File: src/cpu_pkg.sv
`default_nettype none

package cpu_pkg;

	localparam int XLEN = 32;
	localparam int REG_SEL_W = 4;
	localparam logic [XLEN-1:0] RESET_PC = 32'h0000_0000;

	typedef enum logic [3:0] {
		OP_ADD = 4'h0,
		OP_SUB = 4'h1,
		OP_AND = 4'h2,
		OP_OR = 4'h3,
		OP_XOR = 4'h4,
		OP_ADDI = 4'h5,
		OP_LDW = 4'h6,
		OP_STW = 4'h7,
		OP_BEQ = 4'h8,
		OP_JMP = 4'h9,
		OP_HALT = 4'hf
	} opcode_e;

	typedef enum logic [2:0] {
		ALU_ADD, ALU_SUB, ALU_AND, ALU_OR, ALU_XOR, ALU_PASS_B
	} alu_op_e;

	typedef enum logic [1:0] {
		CLASS_ALU, CLASS_MEM, CLASS_BRANCH, CLASS_HALT
	} instr_class_e;

	typedef struct packed {
		alu_op_e alu_op;
		logic op2_imm; // Operand 2 is the sign-extended immediate.
		logic mem_load;
		logic mem_store;
		logic is_branch;
		logic is_cond; // Branch taken only when ra equals rb.
		logic update_rd;
	} dec_ctrl_t;

	// Unknown opcodes fall into the ALU class so fetch keeps streaming.
	function automatic instr_class_e instr_class(opcode_e opc);
		case (opc)
			OP_LDW, OP_STW: return CLASS_MEM;
			OP_BEQ, OP_JMP: return CLASS_BRANCH;
			OP_HALT: return CLASS_HALT;
			default: return CLASS_ALU;
		endcase
	endfunction

endpackage

`default_nettype wire

File: src/stage_if.sv
`timescale 1ns/1ps
`default_nettype none

interface dec_exec_if;
	import cpu_pkg::*;

	logic valid;
	dec_ctrl_t ctrl;
	logic [REG_SEL_W-1:0] rd_sel;
	logic [XLEN-1:0] imm32;
	logic [XLEN-1:0] pc_plus_4;
	logic [XLEN-1:0] ra_val; // Operands come from the forwarding mux in the top.
	logic [XLEN-1:0] rb_val;

	modport src(output valid, ctrl, rd_sel, imm32, pc_plus_4);
	modport dst(input valid, ctrl, rd_sel, imm32, pc_plus_4, ra_val, rb_val);
endinterface

interface exec_mem_if;
	import cpu_pkg::*;

	logic valid;
	logic mem_load;
	logic mem_store;
	logic update_rd;
	logic [REG_SEL_W-1:0] rd_sel;
	logic [XLEN-1:0] result; // Also the address of a load or store.
	logic [XLEN-1:0] store_data;

	modport src(output valid, mem_load, mem_store, update_rd, rd_sel, result, store_data);
	modport dst(input valid, mem_load, mem_store, update_rd, rd_sel, result, store_data);
endinterface

`default_nettype wire

File: src/cpu_decode.sv
`timescale 1ns/1ps
`default_nettype none

module cpu_decode(
	input wire clk,
	input wire i_rst_n,
	input wire [cpu_pkg::XLEN-1:0] i_instr,
	input wire [cpu_pkg::XLEN-1:0] i_pc_plus_4,
	input wire i_fetched,
	output logic [cpu_pkg::REG_SEL_W-1:0] o_ra_sel,
	output logic [cpu_pkg::REG_SEL_W-1:0] o_rb_sel,
	dec_exec_if.src de
);
	import cpu_pkg::*;

	opcode_e opc;
	instr_class_e cls;
	dec_ctrl_t ctrl;
	logic [XLEN-1:0] imm32;

	assign opc = opcode_e'(i_instr[31:28]);
	assign cls = instr_class(opc);
	assign imm32 = {{16{i_instr[15]}}, i_instr[15:0]};

	// STW and BEQ take their second source from the rd field.
	assign o_ra_sel = i_instr[23:20];
	assign o_rb_sel = (opc == OP_STW || opc == OP_BEQ) ? i_instr[27:24] : i_instr[19:16];

	always_comb begin
		ctrl = '0;
		ctrl.is_branch = cls == CLASS_BRANCH;
		ctrl.is_cond = opc == OP_BEQ;
		ctrl.mem_load = opc == OP_LDW;
		ctrl.mem_store = opc == OP_STW;
		ctrl.update_rd = opc inside {OP_ADD, OP_SUB, OP_AND, OP_OR, OP_XOR, OP_ADDI, OP_LDW};
		case (opc)
			OP_ADD: ctrl.alu_op = ALU_ADD;
			OP_SUB: ctrl.alu_op = ALU_SUB;
			OP_AND: ctrl.alu_op = ALU_AND;
			OP_OR: ctrl.alu_op = ALU_OR;
			OP_XOR: ctrl.alu_op = ALU_XOR;
			OP_ADDI, OP_LDW, OP_STW: begin
				ctrl.alu_op = ALU_ADD;
				ctrl.op2_imm = 1'b1;
			end
			default: ctrl.alu_op = ALU_PASS_B;
		endcase
	end

	always_ff @(posedge clk or negedge i_rst_n) begin
		if (!i_rst_n) begin
			de.valid <= 1'b0;
			de.ctrl <= dec_ctrl_t'('0);
		end else begin
			de.valid <= i_fetched;
			de.ctrl <= i_fetched ? ctrl : dec_ctrl_t'('0);
		end
	end

	always_ff @(posedge clk) begin
		de.rd_sel <= i_instr[27:24];
		de.imm32 <= imm32;
		de.pc_plus_4 <= i_pc_plus_4;
	end

endmodule

`default_nettype wire

File: src/cpu_execute.sv
`timescale 1ns/1ps
`default_nettype none

module cpu_execute(
	input wire clk,
	input wire i_rst_n,
	dec_exec_if.dst de,
	exec_mem_if.src em,
	output logic o_branch_taken,
	output logic [cpu_pkg::XLEN-1:0] o_branch_pc,
	output logic o_stall_clear
);
	import cpu_pkg::*;

	logic [XLEN-1:0] op_b;
	logic [XLEN-1:0] alu_out;
	logic branch_resolve;
	logic operands_equal;

	assign op_b = de.ctrl.op2_imm ? de.imm32 : de.rb_val;
	assign operands_equal = de.ra_val == de.rb_val;

	always_comb begin
		case (de.ctrl.alu_op)
			ALU_ADD: alu_out = de.ra_val + op_b;
			ALU_SUB: alu_out = de.ra_val - op_b;
			ALU_AND: alu_out = de.ra_val & op_b;
			ALU_OR: alu_out = de.ra_val | op_b;
			ALU_XOR: alu_out = de.ra_val ^ op_b;
			default: alu_out = op_b;
		endcase
	end

	// Fetch waits on every branch, taken or not.
	assign branch_resolve = de.valid && de.ctrl.is_branch;
	assign o_stall_clear = branch_resolve;
	assign o_branch_taken = branch_resolve && (!de.ctrl.is_cond || operands_equal);
	assign o_branch_pc = de.pc_plus_4 + de.imm32;

	always_ff @(posedge clk or negedge i_rst_n) begin
		if (!i_rst_n) begin
			em.valid <= 1'b0;
			em.mem_load <= 1'b0;
			em.mem_store <= 1'b0;
			em.update_rd <= 1'b0;
		end else begin
			em.valid <= de.valid;
			em.mem_load <= de.valid && de.ctrl.mem_load;
			em.mem_store <= de.valid && de.ctrl.mem_store;
			em.update_rd <= de.valid && de.ctrl.update_rd;
		end
	end

	always_ff @(posedge clk) begin
		em.rd_sel <= de.rd_sel;
		em.result <= alu_out;
		em.store_data <= de.rb_val;
	end

endmodule

`default_nettype wire

File: src/cpu_fetch.sv
`timescale 1ns/1ps
`default_nettype none

module cpu_fetch(
	input wire clk,
	input wire i_rst_n,
	input wire [cpu_pkg::XLEN-1:0] i_i_data,
	input wire i_i_ack,
	input wire i_stall_clear,
	input wire i_branch_taken,
	input wire [cpu_pkg::XLEN-1:0] i_branch_pc,
	output logic o_i_access,
	output logic [cpu_pkg::XLEN-1:0] o_i_addr,
	output logic [cpu_pkg::XLEN-1:0] o_instr,
	output logic [cpu_pkg::XLEN-1:0] o_pc_plus_4,
	output logic o_fetched,
	output logic o_halt
);
	import cpu_pkg::*;

	logic [XLEN-1:0] pc;
	logic stalled;
	logic ack_seen;
	instr_class_e ack_class;

	assign o_i_addr = pc;
	assign ack_seen = o_i_access && i_i_ack;
	assign ack_class = instr_class(opcode_e'(i_i_data[31:28]));

	always_ff @(posedge clk or negedge i_rst_n) begin
		if (!i_rst_n) begin
			pc <= RESET_PC;
			o_i_access <= 1'b0;
			o_fetched <= 1'b0;
			o_halt <= 1'b0;
			stalled <= 1'b0;
		end else begin
			o_fetched <= ack_seen;
			if (ack_seen) begin
				pc <= pc + 32'd4;
				case (ack_class)
					CLASS_MEM, CLASS_BRANCH: begin
						o_i_access <= 1'b0; // Wait for execute or memory to resolve it.
						stalled <= 1'b1;
					end
					CLASS_HALT: begin
						o_i_access <= 1'b0;
						o_halt <= 1'b1;
					end
					default: o_i_access <= 1'b1;
				endcase
			end else if (stalled) begin
				if (i_stall_clear) begin
					stalled <= 1'b0;
					o_i_access <= 1'b1;
					if (i_branch_taken)
						pc <= i_branch_pc;
				end
			end else if (!o_halt) begin
				o_i_access <= 1'b1; // First request after reset.
			end
		end
	end

	always_ff @(posedge clk) begin
		if (ack_seen) begin
			o_instr <= i_i_data;
			o_pc_plus_4 <= pc + 32'd4;
		end
	end

endmodule

`default_nettype wire

File: src/cpu_memory.sv
`timescale 1ns/1ps
`default_nettype none

module cpu_memory(
	input wire clk,
	input wire i_rst_n,
	exec_mem_if.dst em,
	input wire [cpu_pkg::XLEN-1:0] i_d_data,
	input wire i_d_ack,
	output logic o_d_access,
	output logic [cpu_pkg::XLEN-1:0] o_d_addr,
	output logic o_d_wr_en,
	output logic [cpu_pkg::XLEN-1:0] o_d_wr_data,
	output logic o_wb_en,
	output logic [cpu_pkg::REG_SEL_W-1:0] o_wb_sel,
	output logic [cpu_pkg::XLEN-1:0] o_wb_val,
	output logic o_complete,
	output logic o_busy
);
	import cpu_pkg::*;

	typedef enum logic {MEM_IDLE, MEM_WAIT} mem_state_e;

	mem_state_e state;
	logic store_q;
	logic [REG_SEL_W-1:0] rd_q;
	logic [XLEN-1:0] addr_q;
	logic [XLEN-1:0] wdata_q;
	logic start;
	logic alu_wb;
	logic load_wb;

	assign start = state == MEM_IDLE && (em.mem_load || em.mem_store);

	always_ff @(posedge clk or negedge i_rst_n) begin
		if (!i_rst_n) begin
			state <= MEM_IDLE;
			store_q <= 1'b0;
		end else if (start) begin
			state <= MEM_WAIT;
			store_q <= em.mem_store;
		end else if (state == MEM_WAIT && i_d_ack) begin
			state <= MEM_IDLE;
		end
	end

	always_ff @(posedge clk) begin
		if (start) begin
			addr_q <= em.result;
			wdata_q <= em.store_data;
			rd_q <= em.rd_sel;
		end
	end

	assign o_busy = state == MEM_WAIT;
	assign o_d_access = o_busy; // Held until the ack.
	assign o_d_addr = addr_q;
	assign o_d_wr_en = o_busy && store_q;
	assign o_d_wr_data = wdata_q;
	assign o_complete = o_busy && i_d_ack;

	// Fetch stalls behind a memory op, so the two writeback sources never collide.
	assign alu_wb = em.valid && em.update_rd && !em.mem_load && !em.mem_store;
	assign load_wb = o_complete && !store_q;
	assign o_wb_en = alu_wb || load_wb;
	assign o_wb_sel = load_wb ? rd_q : em.rd_sel;
	assign o_wb_val = load_wb ? i_d_data : em.result;

endmodule

`default_nettype wire

File: src/cpu_pipeline.sv
`timescale 1ns/1ps
`default_nettype none

module cpu_pipeline(
	input wire clk,
	input wire i_rst_n,
	output logic o_i_access,
	output logic [cpu_pkg::XLEN-1:0] o_i_addr,
	input wire [cpu_pkg::XLEN-1:0] i_i_data,
	input wire i_i_ack,
	output logic o_d_access,
	output logic [cpu_pkg::XLEN-1:0] o_d_addr,
	output logic o_d_wr_en,
	output logic [cpu_pkg::XLEN-1:0] o_d_wr_data,
	input wire [cpu_pkg::XLEN-1:0] i_d_data,
	input wire i_d_ack,
	input wire [cpu_pkg::REG_SEL_W-1:0] i_dbg_reg_sel,
	output logic [cpu_pkg::XLEN-1:0] o_dbg_reg_val,
	output logic o_halted
);
	import cpu_pkg::*;

	logic [XLEN-1:0] fd_instr;
	logic [XLEN-1:0] fd_pc_plus_4;
	logic fd_fetched;
	logic fetch_halt;
	logic branch_taken;
	logic [XLEN-1:0] branch_pc;
	logic exec_stall_clear;
	logic mem_complete;
	logic mem_busy;
	logic [REG_SEL_W-1:0] d_ra_sel;
	logic [REG_SEL_W-1:0] d_rb_sel;
	logic [XLEN-1:0] rf_ra;
	logic [XLEN-1:0] rf_rb;
	logic [XLEN-1:0] rf_ra_q; // Register file read at the end of decode.
	logic [XLEN-1:0] rf_rb_q;
	logic wb_en;
	logic [REG_SEL_W-1:0] wb_sel;
	logic [XLEN-1:0] wb_val;
	logic [XLEN-1:0] wb_val_q;
	logic ra_fwd_exec;
	logic ra_fwd_mem;
	logic rb_fwd_exec;
	logic rb_fwd_mem;

	dec_exec_if de_bus();
	exec_mem_if em_bus();

	cpu_fetch u_fetch(.clk(clk), .i_rst_n(i_rst_n),
		.i_i_data(i_i_data), .i_i_ack(i_i_ack),
		.i_stall_clear(exec_stall_clear | mem_complete),
		.i_branch_taken(branch_taken), .i_branch_pc(branch_pc),
		.o_i_access(o_i_access), .o_i_addr(o_i_addr),
		.o_instr(fd_instr), .o_pc_plus_4(fd_pc_plus_4),
		.o_fetched(fd_fetched), .o_halt(fetch_halt));

	cpu_decode u_decode(.clk(clk), .i_rst_n(i_rst_n),
		.i_instr(fd_instr), .i_pc_plus_4(fd_pc_plus_4), .i_fetched(fd_fetched),
		.o_ra_sel(d_ra_sel), .o_rb_sel(d_rb_sel), .de(de_bus.src));

	cpu_execute u_execute(.clk(clk), .i_rst_n(i_rst_n),
		.de(de_bus.dst), .em(em_bus.src),
		.o_branch_taken(branch_taken), .o_branch_pc(branch_pc),
		.o_stall_clear(exec_stall_clear));

	cpu_memory u_memory(.clk(clk), .i_rst_n(i_rst_n), .em(em_bus.dst),
		.i_d_data(i_d_data), .i_d_ack(i_d_ack),
		.o_d_access(o_d_access), .o_d_addr(o_d_addr),
		.o_d_wr_en(o_d_wr_en), .o_d_wr_data(o_d_wr_data),
		.o_wb_en(wb_en), .o_wb_sel(wb_sel), .o_wb_val(wb_val),
		.o_complete(mem_complete), .o_busy(mem_busy));

	cpu_regfile u_regfile(.clk(clk), .i_rst_n(i_rst_n),
		.i_ra_sel(d_ra_sel), .i_rb_sel(d_rb_sel),
		.i_wr_en(wb_en), .i_wr_sel(wb_sel), .i_wr_val(wb_val),
		.i_dbg_sel(i_dbg_reg_sel),
		.o_ra(rf_ra), .o_rb(rf_rb), .o_dbg_val(o_dbg_reg_val));

	// Compare the decode sources with the ops in execute and memory.
	always_ff @(posedge clk or negedge i_rst_n) begin
		if (!i_rst_n) begin
			ra_fwd_exec <= 1'b0;
			ra_fwd_mem <= 1'b0;
			rb_fwd_exec <= 1'b0;
			rb_fwd_mem <= 1'b0;
		end else begin
			ra_fwd_exec <= de_bus.valid && de_bus.ctrl.update_rd && de_bus.rd_sel == d_ra_sel;
			ra_fwd_mem <= wb_en && wb_sel == d_ra_sel;
			rb_fwd_exec <= de_bus.valid && de_bus.ctrl.update_rd && de_bus.rd_sel == d_rb_sel;
			rb_fwd_mem <= wb_en && wb_sel == d_rb_sel;
		end
	end

	always_ff @(posedge clk) begin
		rf_ra_q <= rf_ra;
		rf_rb_q <= rf_rb;
		wb_val_q <= wb_val;
	end

	assign de_bus.ra_val = ra_fwd_exec ? em_bus.result : ra_fwd_mem ? wb_val_q : rf_ra_q;
	assign de_bus.rb_val = rb_fwd_exec ? em_bus.result : rb_fwd_mem ? wb_val_q : rf_rb_q;

	assign o_halted = fetch_halt && !fd_fetched && !de_bus.valid && !em_bus.valid && !mem_busy;

endmodule

`default_nettype wire

File: src/cpu_regfile.sv
`timescale 1ns/1ps
`default_nettype none

module cpu_regfile(
	input wire clk,
	input wire i_rst_n,
	input wire [cpu_pkg::REG_SEL_W-1:0] i_ra_sel,
	input wire [cpu_pkg::REG_SEL_W-1:0] i_rb_sel,
	input wire i_wr_en,
	input wire [cpu_pkg::REG_SEL_W-1:0] i_wr_sel,
	input wire [cpu_pkg::XLEN-1:0] i_wr_val,
	input wire [cpu_pkg::REG_SEL_W-1:0] i_dbg_sel,
	output logic [cpu_pkg::XLEN-1:0] o_ra,
	output logic [cpu_pkg::XLEN-1:0] o_rb,
	output logic [cpu_pkg::XLEN-1:0] o_dbg_val
);
	import cpu_pkg::*;

	logic [XLEN-1:0] regs [2**REG_SEL_W];

	always_ff @(posedge clk or negedge i_rst_n) begin
		if (!i_rst_n) begin
			for (int i = 0; i < 2**REG_SEL_W; i++) begin
				regs[REG_SEL_W'(i)] <= '0;
			end
		end else if (i_wr_en) begin
			regs[i_wr_sel] <= i_wr_val;
		end
	end

	// A write in the same cycle is seen by the readers.
	assign o_ra = (i_wr_en && i_wr_sel == i_ra_sel) ? i_wr_val : regs[i_ra_sel];
	assign o_rb = (i_wr_en && i_wr_sel == i_rb_sel) ? i_wr_val : regs[i_rb_sel];
	assign o_dbg_val = regs[i_dbg_sel];

endmodule

`default_nettype wire

File: config.mk
export PLATFORM = sky130hd
export DESIGN_NAME = cpu_pipeline
export DESIGN_NICKNAME = d
export VERILOG_FILES = /design/src/cpu_pkg.sv /design/src/stage_if.sv /design/src/cpu_decode.sv /design/src/cpu_execute.sv /design/src/cpu_fetch.sv /design/src/cpu_memory.sv /design/src/cpu_pipeline.sv /design/src/cpu_regfile.sv
export SDC_FILE = /design/constraint.sdc
export NUM_CORES = 2
export LEC_CHECK = 0
export BUFFER_PORTS_ARGS = -buffer_cell sky130_fd_sc_hd__buf_2
export CAP_MARGIN = 20
export CORE_MARGIN = 2
export CORE_UTILIZATION = 55
export CTS_BUF_LIST = sky130_fd_sc_hd__clkbuf_4 sky130_fd_sc_hd__clkbuf_8
export DETAILED_ROUTE_END_ITERATION = 10
export GPL_TIMING_DRIVEN = 1
export PLACE_DENSITY = 0.79
export SLEW_MARGIN = 10
export SYNTH_ARGS = -nofsm -noshare
export SYNTH_HDL_FRONTEND = slang
export SYNTH_HIERARCHICAL = 1
export SYNTH_SLANG_ARGS = --single-unit
File: constraint.sdc
create_clock -name clk -period 5.6 [get_ports clk]
set_input_delay 0.28 -clock clk [delete_from_list [all_inputs] [get_ports clk]]
set_output_delay 0.28 -clock clk [all_outputs]
set_load 0.05 [all_outputs]
# Yosys cells after proc, flatten, opt, wreduce, memory -nomap -nowiden
# Cells that the tools add are included.
[op_classes]
eq_ne = 31
n_reduce_logical = 53
magnitude_cmp = 5
bitwise = 9
muxes = 43
add_sub_neg = 4
[ops]
columns = ["cell", "n"]
rows = [
  ["two-way mux 32 bit", 19],
  ["bitwise mux 512 bit", 1],
  ["binary-select mux 32 bit (select 4 bit)", 3],
  ["case mux 32 bit (5 select lines)", 1],
  ["demux 32 bit (select 4 bit)", 1],
  ["adder 32 bit", 2],
  ["adder 32 x 3 -> 32 bit, second input constant", 1],
  ["AND 32 bit", 1],
  ["== test 32 bit", 1],
  ["OR 32 bit", 1],
  ["subtractor 32 bit", 1],
  ["bitwise XOR 32 bit", 1],
  ["== test 4 x 3 -> 1 bit, second input constant", 6],
  ["== test 4 bit, second input constant", 6],
  ["logical AND 1 bit", 22],
  [">= comparator 5 bit, second input constant", 4],
  ["inverter 4 -> 5 bit", 4],
  ["== test 4 bit", 4],
  ["case mux 3 bit (5 select lines)", 1],
  ["two-way mux 1 bit", 12],
  ["case mux 2 bit (3 select lines)", 2],
  ["OR reduction 2 bit", 5],
  ["two-way mux 9 bit", 1],
  ["== test 4 x 2 -> 1 bit, second input constant", 2],
  ["23 further kinds", 43],
]
[word_totals]
elab_cells = 198
inputBits = 72
register_bits = 916

# Depth between registers and ports, before layout
[logic_depth]
word_depth = 9
depth_mapped = 22
ltp_nobuf = 20

# Cells and area by module
# Netlist, hierarchy kept.
[modules_own_cells]
columns = ["module", "area_per_inst_um2", "seq_area_each_um2", "cells_per_inst", "n_inst"]
rows = [
  ["cpu_regfile", 29435.7, 14093.5, 1671, 1],
  ["cpu_execute", 8455.6, 1461.4, 1048, 1],
  ["cpu_fetch", 4406.7, 2822.7, 355, 1],
  ["cpu_pipeline", 3649.8, 2021.9, 341, 1],
  ["cpu_memory", 2747.6, 2092.0, 122, 1],
  ["cpu_decode", 1789.2, 1291.2, 130, 1],
]

# Least setup slack after synthesis
# Ideal clock, no wire load.
[synth_path]
path_kind = "reg2reg"
startpoint = "reg u_memory.state (netlist: u_memory/o_busy)"
endpoint = "reg u_regfile/regs[224] (netlist bit) (enable)"
required_ns = 5.139
setup_slack_ns = 1.532
arrival_ns = 3.607
stages_incl_launch_ff = 6
path_buffers = 1
path_cell_list = "dfrtp_1 nand3b_1 buf_6 mux2_2 nand4b_1 nor3_1"
[synth_between]
elab_chain_len = 4
[synth_lines]
columns = ["element", "line_no", "text"]
rows = [
  ["start: declaration", "cpu_memory.sv:24", "mem_state_e state;"],
  ["start signal: assignment", "cpu_memory.sv:37", "state <= MEM_IDLE;"],
  ["start signal: assignment", "cpu_memory.sv:40", "state <= MEM_WAIT;"],
  ["start signal: assignment", "cpu_memory.sv:43", "state <= MEM_IDLE;"],
  ["logical AND 1 bit", "cpu_memory.sv:60", "assign o_complete = o_busy && i_d_ack;"],
  ["logical AND 1 bit", "cpu_memory.sv:64", "assign load_wb = o_complete && !store_q;"],
  ["logical OR 1 bit", "cpu_memory.sv:65", "assign o_wb_en = alu_wb || load_wb;"],
  ["AND reduction 2 bit (no line)", "--", ""],
  ["end signal: indexed assignment", "cpu_regfile.sv:27", "regs[i_wr_sel] <= i_wr_val;"],
  ["end: declaration", "cpu_regfile.sv:19", "logic [XLEN-1:0] regs [2**REG_SEL_W];"],
]
# Every way passes these cells.
# A chain may end at the register's enable or synchronous reset.

# Final worst setup path
[layout_path]
startpoint = "reg ra_fwd_mem"
endpoint = "reg u_fetch.pc[8] (netlist: u_fetch/o_i_addr[8])"
[layout_between]
elab_chain_len = 7
[layout_lines]
columns = ["element", "line_no", "text"]
rows = [
  ["start: declaration", "cpu_pipeline.sv:43", "logic ra_fwd_mem;"],
  ["start signal: assignment", "cpu_pipeline.sv:89", "ra_fwd_mem <= wb_en && wb_sel == d_ra_sel;"],
  ["two-way mux 32 bit (2 in a row)", "cpu_pipeline.sv:101", "assign de_bus.ra_val = ra_fwd_exec ? em_bus.result : ra_fwd_mem ? wb_val_q : rf_ra_q;"],
  ["via de_bus.ra_val[0]", "stage_if.sv:12", "logic [XLEN-1:0] ra_val;"],
  ["== test 32 bit", "cpu_execute.sv:21", "assign operands_equal = de.ra_val == de.rb_val;"],
  ["logical OR 1 bit", "cpu_execute.sv:37", "assign o_branch_taken = branch_resolve && (!de.ctrl.is_cond || operands_equal);"],
  ["logical AND 1 bit", "cpu_execute.sv:37", ""],
  ["via branch_taken", "cpu_pipeline.sv:27", "logic branch_taken;"],
  ["nonzero test 2 bit (no line)", "--", ""],
  ["AND reduction 3 bit (no line)", "--", ""],
  ["end signal: assignment", "cpu_fetch.sv:40", "pc <= pc + 32'd4;"],
  ["end signal: assignment", "cpu_fetch.sv:57", "pc <= i_branch_pc;"],
  ["end: declaration", "cpu_fetch.sv:21", "logic [XLEN-1:0] pc;"],
]
# The timed path passes the listed nets, and every way through them passes these cells.

==> impl_metrics.env <==
export IMPL_cp_start_kind="flop"
export IMPL_fillers=6527
export IMPL_synth_top_family_by_area="multiplexers"
export IMPL_cts_setup_buffers=0
export IMPL_power_frac_clock_pct=21.6
export IMPL_synth_fa_ha_area_share_pct=3.326
export IMPL_netSwitchingPower_mw=11.31
export IMPL_p_sw_share_pct=39.28
export IMPL_p_int_mw=17.48
export IMPL_ys_async_sr_fraction_pct=34.06
export IMPL_vias=35270
export IMPL_drive_above_1_share_pct=33.23
export IMPL_synth_cells=3667
export IMPL_layout_common_cells="mux4_2 (417), edfxtp_1 (388), dfrtp_1 (305)"
export IMPL_ant_nets=0
export IMPL_top_level_ports=204
export IMPL_max_cap_viol_count=0
export IMPL_coreArea_mm2=0.09125
export IMPL_core_rowCount=111
export IMPL_final_max_slew_viol_count=0
export IMPL_area_growth_pct=11.19
export IMPL_critPathMaxStageDelay_ns=0.86
export IMPL_instances_no_fill=5176
export IMPL_cp_required_ns=6.30
export IMPL_synth_edf_count=388
export IMPL_seqPwrFrac_pct=36.9
export IMPL_gr_total_overflow=0
export IMPL_die_h_um=307.0
export IMPL_crit_slowest_cell="nor4_1"
export IMPL_post_cts_resized=0
export IMPL_crit_type="flop to flop"
export IMPL_relSlewSlack_pct=20.85
export IMPL_synthMuxAreaShare_pct=29.05
export IMPL_clkSinkCount=916
export IMPL_start_util_pct=55.33
export IMPL_grt_setup_unrepaired="false"
export IMPL_synth_top_area_share_pct=23.08
export IMPL_regMostFlops="u_regfile/regs"
export IMPL_end_kind="flop"
export IMPL_setup_tns_ns=0
export IMPL_power_mw=28.79
export IMPL_die_w_um=307.0
export IMPL_hold_buffers=64
export IMPL_h_tree_depth=4
export IMPL_crit_path_max_fanout=16
export IMPL_hold_viol=0
export IMPL_antenna_found_initial=5
export IMPL_grt_pass1_vias=35080
export IMPL_wl_mm=150.3
export IMPL_outcome="completed"
export IMPL_clock_fmax_mhz=197.6
export IMPL_synthFlopType="edfxtp_1"
export IMPL_finalNetCount=4064
export IMPL_clock_skew_ns=0.04475
export IMPL_grt_max_degree=143
export IMPL_ys_seq_area_share_pct=47.11
export IMPL_p_leak_nw=22.27
export IMPL_setup_violations=0
export IMPL_cp_arrival_ns=5.76
export IMPL_place_congestion=0.9420
export IMPL_hold_slack_ns=0.06229
export IMPL_avgSynthCellArea_um2=13.77
export IMPL_routedWlPerCell_um=29.03
export IMPL_first_iter_violations=4690
export IMPL_fin_crit_ns=5.061
export IMPL_preCtsSetupSlack_ns=0.7448
export IMPL_cts_buffers=148
export IMPL_synth_xor_area_share_pct=2.793
export IMPL_path_clk_slew_ns=0.06
export IMPL_synth_area_leaders="edfxtp_1 (23%), mux4_2 (19%), dfrtp_1 (15%)"
export IMPL_ys_types=101
export IMPL_p_comb_share_pct=41.5
export IMPL_fin_crit_sh_pct=90.37
export IMPL_yosysWarnings=6
export IMPL_syn_num_nets=3872
export IMPL_fin_ws_ns=0.5392
export IMPL_dp_cells=4830
export IMPL_synth_simple_gate_area_share_pct=5.529
export IMPL_powerDensity_mw_per_mm2=512.9
export IMPL_ir_drop_uv=327.3
export IMPL_port_buffers=203
export IMPL_viasPerCell=6.813
export IMPL_hp_class="input pin to flop"
export IMPL_grt_pass1_wl_mm=223.7
export IMPL_synth_compound_area_share_pct=8.166
export IMPL_final_common_cell="mux4_2"
export IMPL_cts_root_buf="clkbuf_8"
export IMPL_largest_reg_flops=512
export IMPL_drt_first_pass_iters=6
export IMPL_fp_dieArea_mm2=0.09423
export IMPL_track_usage_pct=32.03
export IMPL_cts_buffer_depth=3
export IMPL_worstMarginPinSlew_ns=1.187
export IMPL_cts_tree="built"
export IMPL_synth_area_mm2=0.05048
export IMPL_clk_latency_ns=0.86
export IMPL_ys_ff_latch=916
export IMPL_crit_chain="buf_4 -> mux2i_1 -> o21ai_0 -> xor2_1 -> nor4_1 -> nand4_1 -> o21ai_0 -> and2_1 -> nand3_1 -> nand2_1 -> o21ai_0 -> nand2_1 -> nand2_1"
export IMPL_synth_top_area_cell="edfxtp_1"
export IMPL_drc=0
export IMPL_hpwl_mm=95.06
==> worst max-delay path, delay by kind of cell, from the launching register on <==
kind / cells / cell delay, ns
AO/OA/AOI/OAI: 3 / 1.14
XOR/XNOR: 1 / 0.31
buffers and inverters: 1 / 0.36
flip-flops: 1 / 0.69
multiplexers: 1 / 0.13
AND/OR/NAND/NOR: 7 / 2.27
==> cell usage after synthesis, drive strengths merged (6+ instances only) <==
library cell	count
a211oi	10
a21o	32
a21oi	112
a221oi	8
a22o	7
a22oi	152
a31oi	20
and2	14
and3	13
and4	7
buf	190
clkbuf	106
dfrtp	312
dfxtp	216
edfxtp	388
ha	131
inv	103
mux2	358
mux2i	100
mux4	417
nand2	245
nand2b	21
nand3	36
nand3b	9
nand4	19
nor2	119
nor2b	13
nor3	19
nor4	25
o211ai	6
o21a	48
o21ai	133
o21bai	6
o221a	8
o22ai	34
o31ai	6
or3	10
xnor2	81
xor2	80
==> worst paths after layout <==
check | start | end | slack (ns) | cells past startpoint
max in group asynchronous | i_rst_n | u_regfile/regs[284] | 3.92 | 3
min | i_d_data[1] | wb_val_q[1] | 0.06 | 2
min in group asynchronous | i_rst_n | u_regfile/regs[457] | 0.09 | 2
max reg2reg | ra_fwd_mem | u_fetch/o_i_addr[8] | 0.54 | 13
max | ra_fwd_mem | u_fetch/o_i_addr[8] | 0.54 | 13
min reg2reg | u_fetch/o_pc_plus_4[16] | u_decode/de.pc_plus_4[16] | 0.33 | 0
==> kinds of logic (layout without fill, tap and decap cells) <==
| group | count (synthesis) | after routing |
|---|---|---|
| DFF | 916 | 916 |
| xor gates and xnor gates | 161 | 161 |
| and+or+nand+nor | 568 | 568 |
| buffers and inverters | 399 | 719 |
| AOI/OAI and AO/OA | 615 | 615 |
| other | 0 | 3 |
| muxes | 875 | 875 |
| adders and majority gates | 133 | 133 |
==> power groups by stage <==
stage                     Clock, mW  Sequential (mW)  Combinational [mW]
final                          6.23             10.6                11.9
after CTS                      6.24             10.5                11.7
after global placement            0             10.6                11.4
after floorplan                   0             10.1                8.67
after detailed placement          0             10.6                11.6
after global routing           6.58             10.8                12.7
==> per-stage QoR <==
step,util [%],instance area (um2)
2_1_floorplan,-,50480
3_3_place_gp,57.27,52250
3_5_place_dp,57.27,52250
4_1_cts,61.49,56110
5_1_grt,61.51,56130
6_report,61.52,56130
==> routing by layer <==
metal | routed length [um] | global-route usage [%] | vias to the layer above
met5 | 49 | 0 | -
met4 | 8395 | 16.94 | 8
met3 | 17470 | 8.325 | 487
li1 | - | - | 14580
met2 | 69180 | 49.12 | 2540
met1 | 55170 | 42.22 | 17650
==> area by class of cell <==
type	count	area (um2)	share of cell area (%)
diodes	3	7.507	0.01337
clock buffers	220	2784	4.959
clock inverters	58	427.9	0.7623
inverters	103	387.9	0.6910
multi-input cells	2352	24870	44.31
flip-flops and latches	916	23790	42.39
well taps	1186	1484	2.644
repair buffers	338	2377	4.235
No activity file was read; power rests on OpenSTA's default activity.
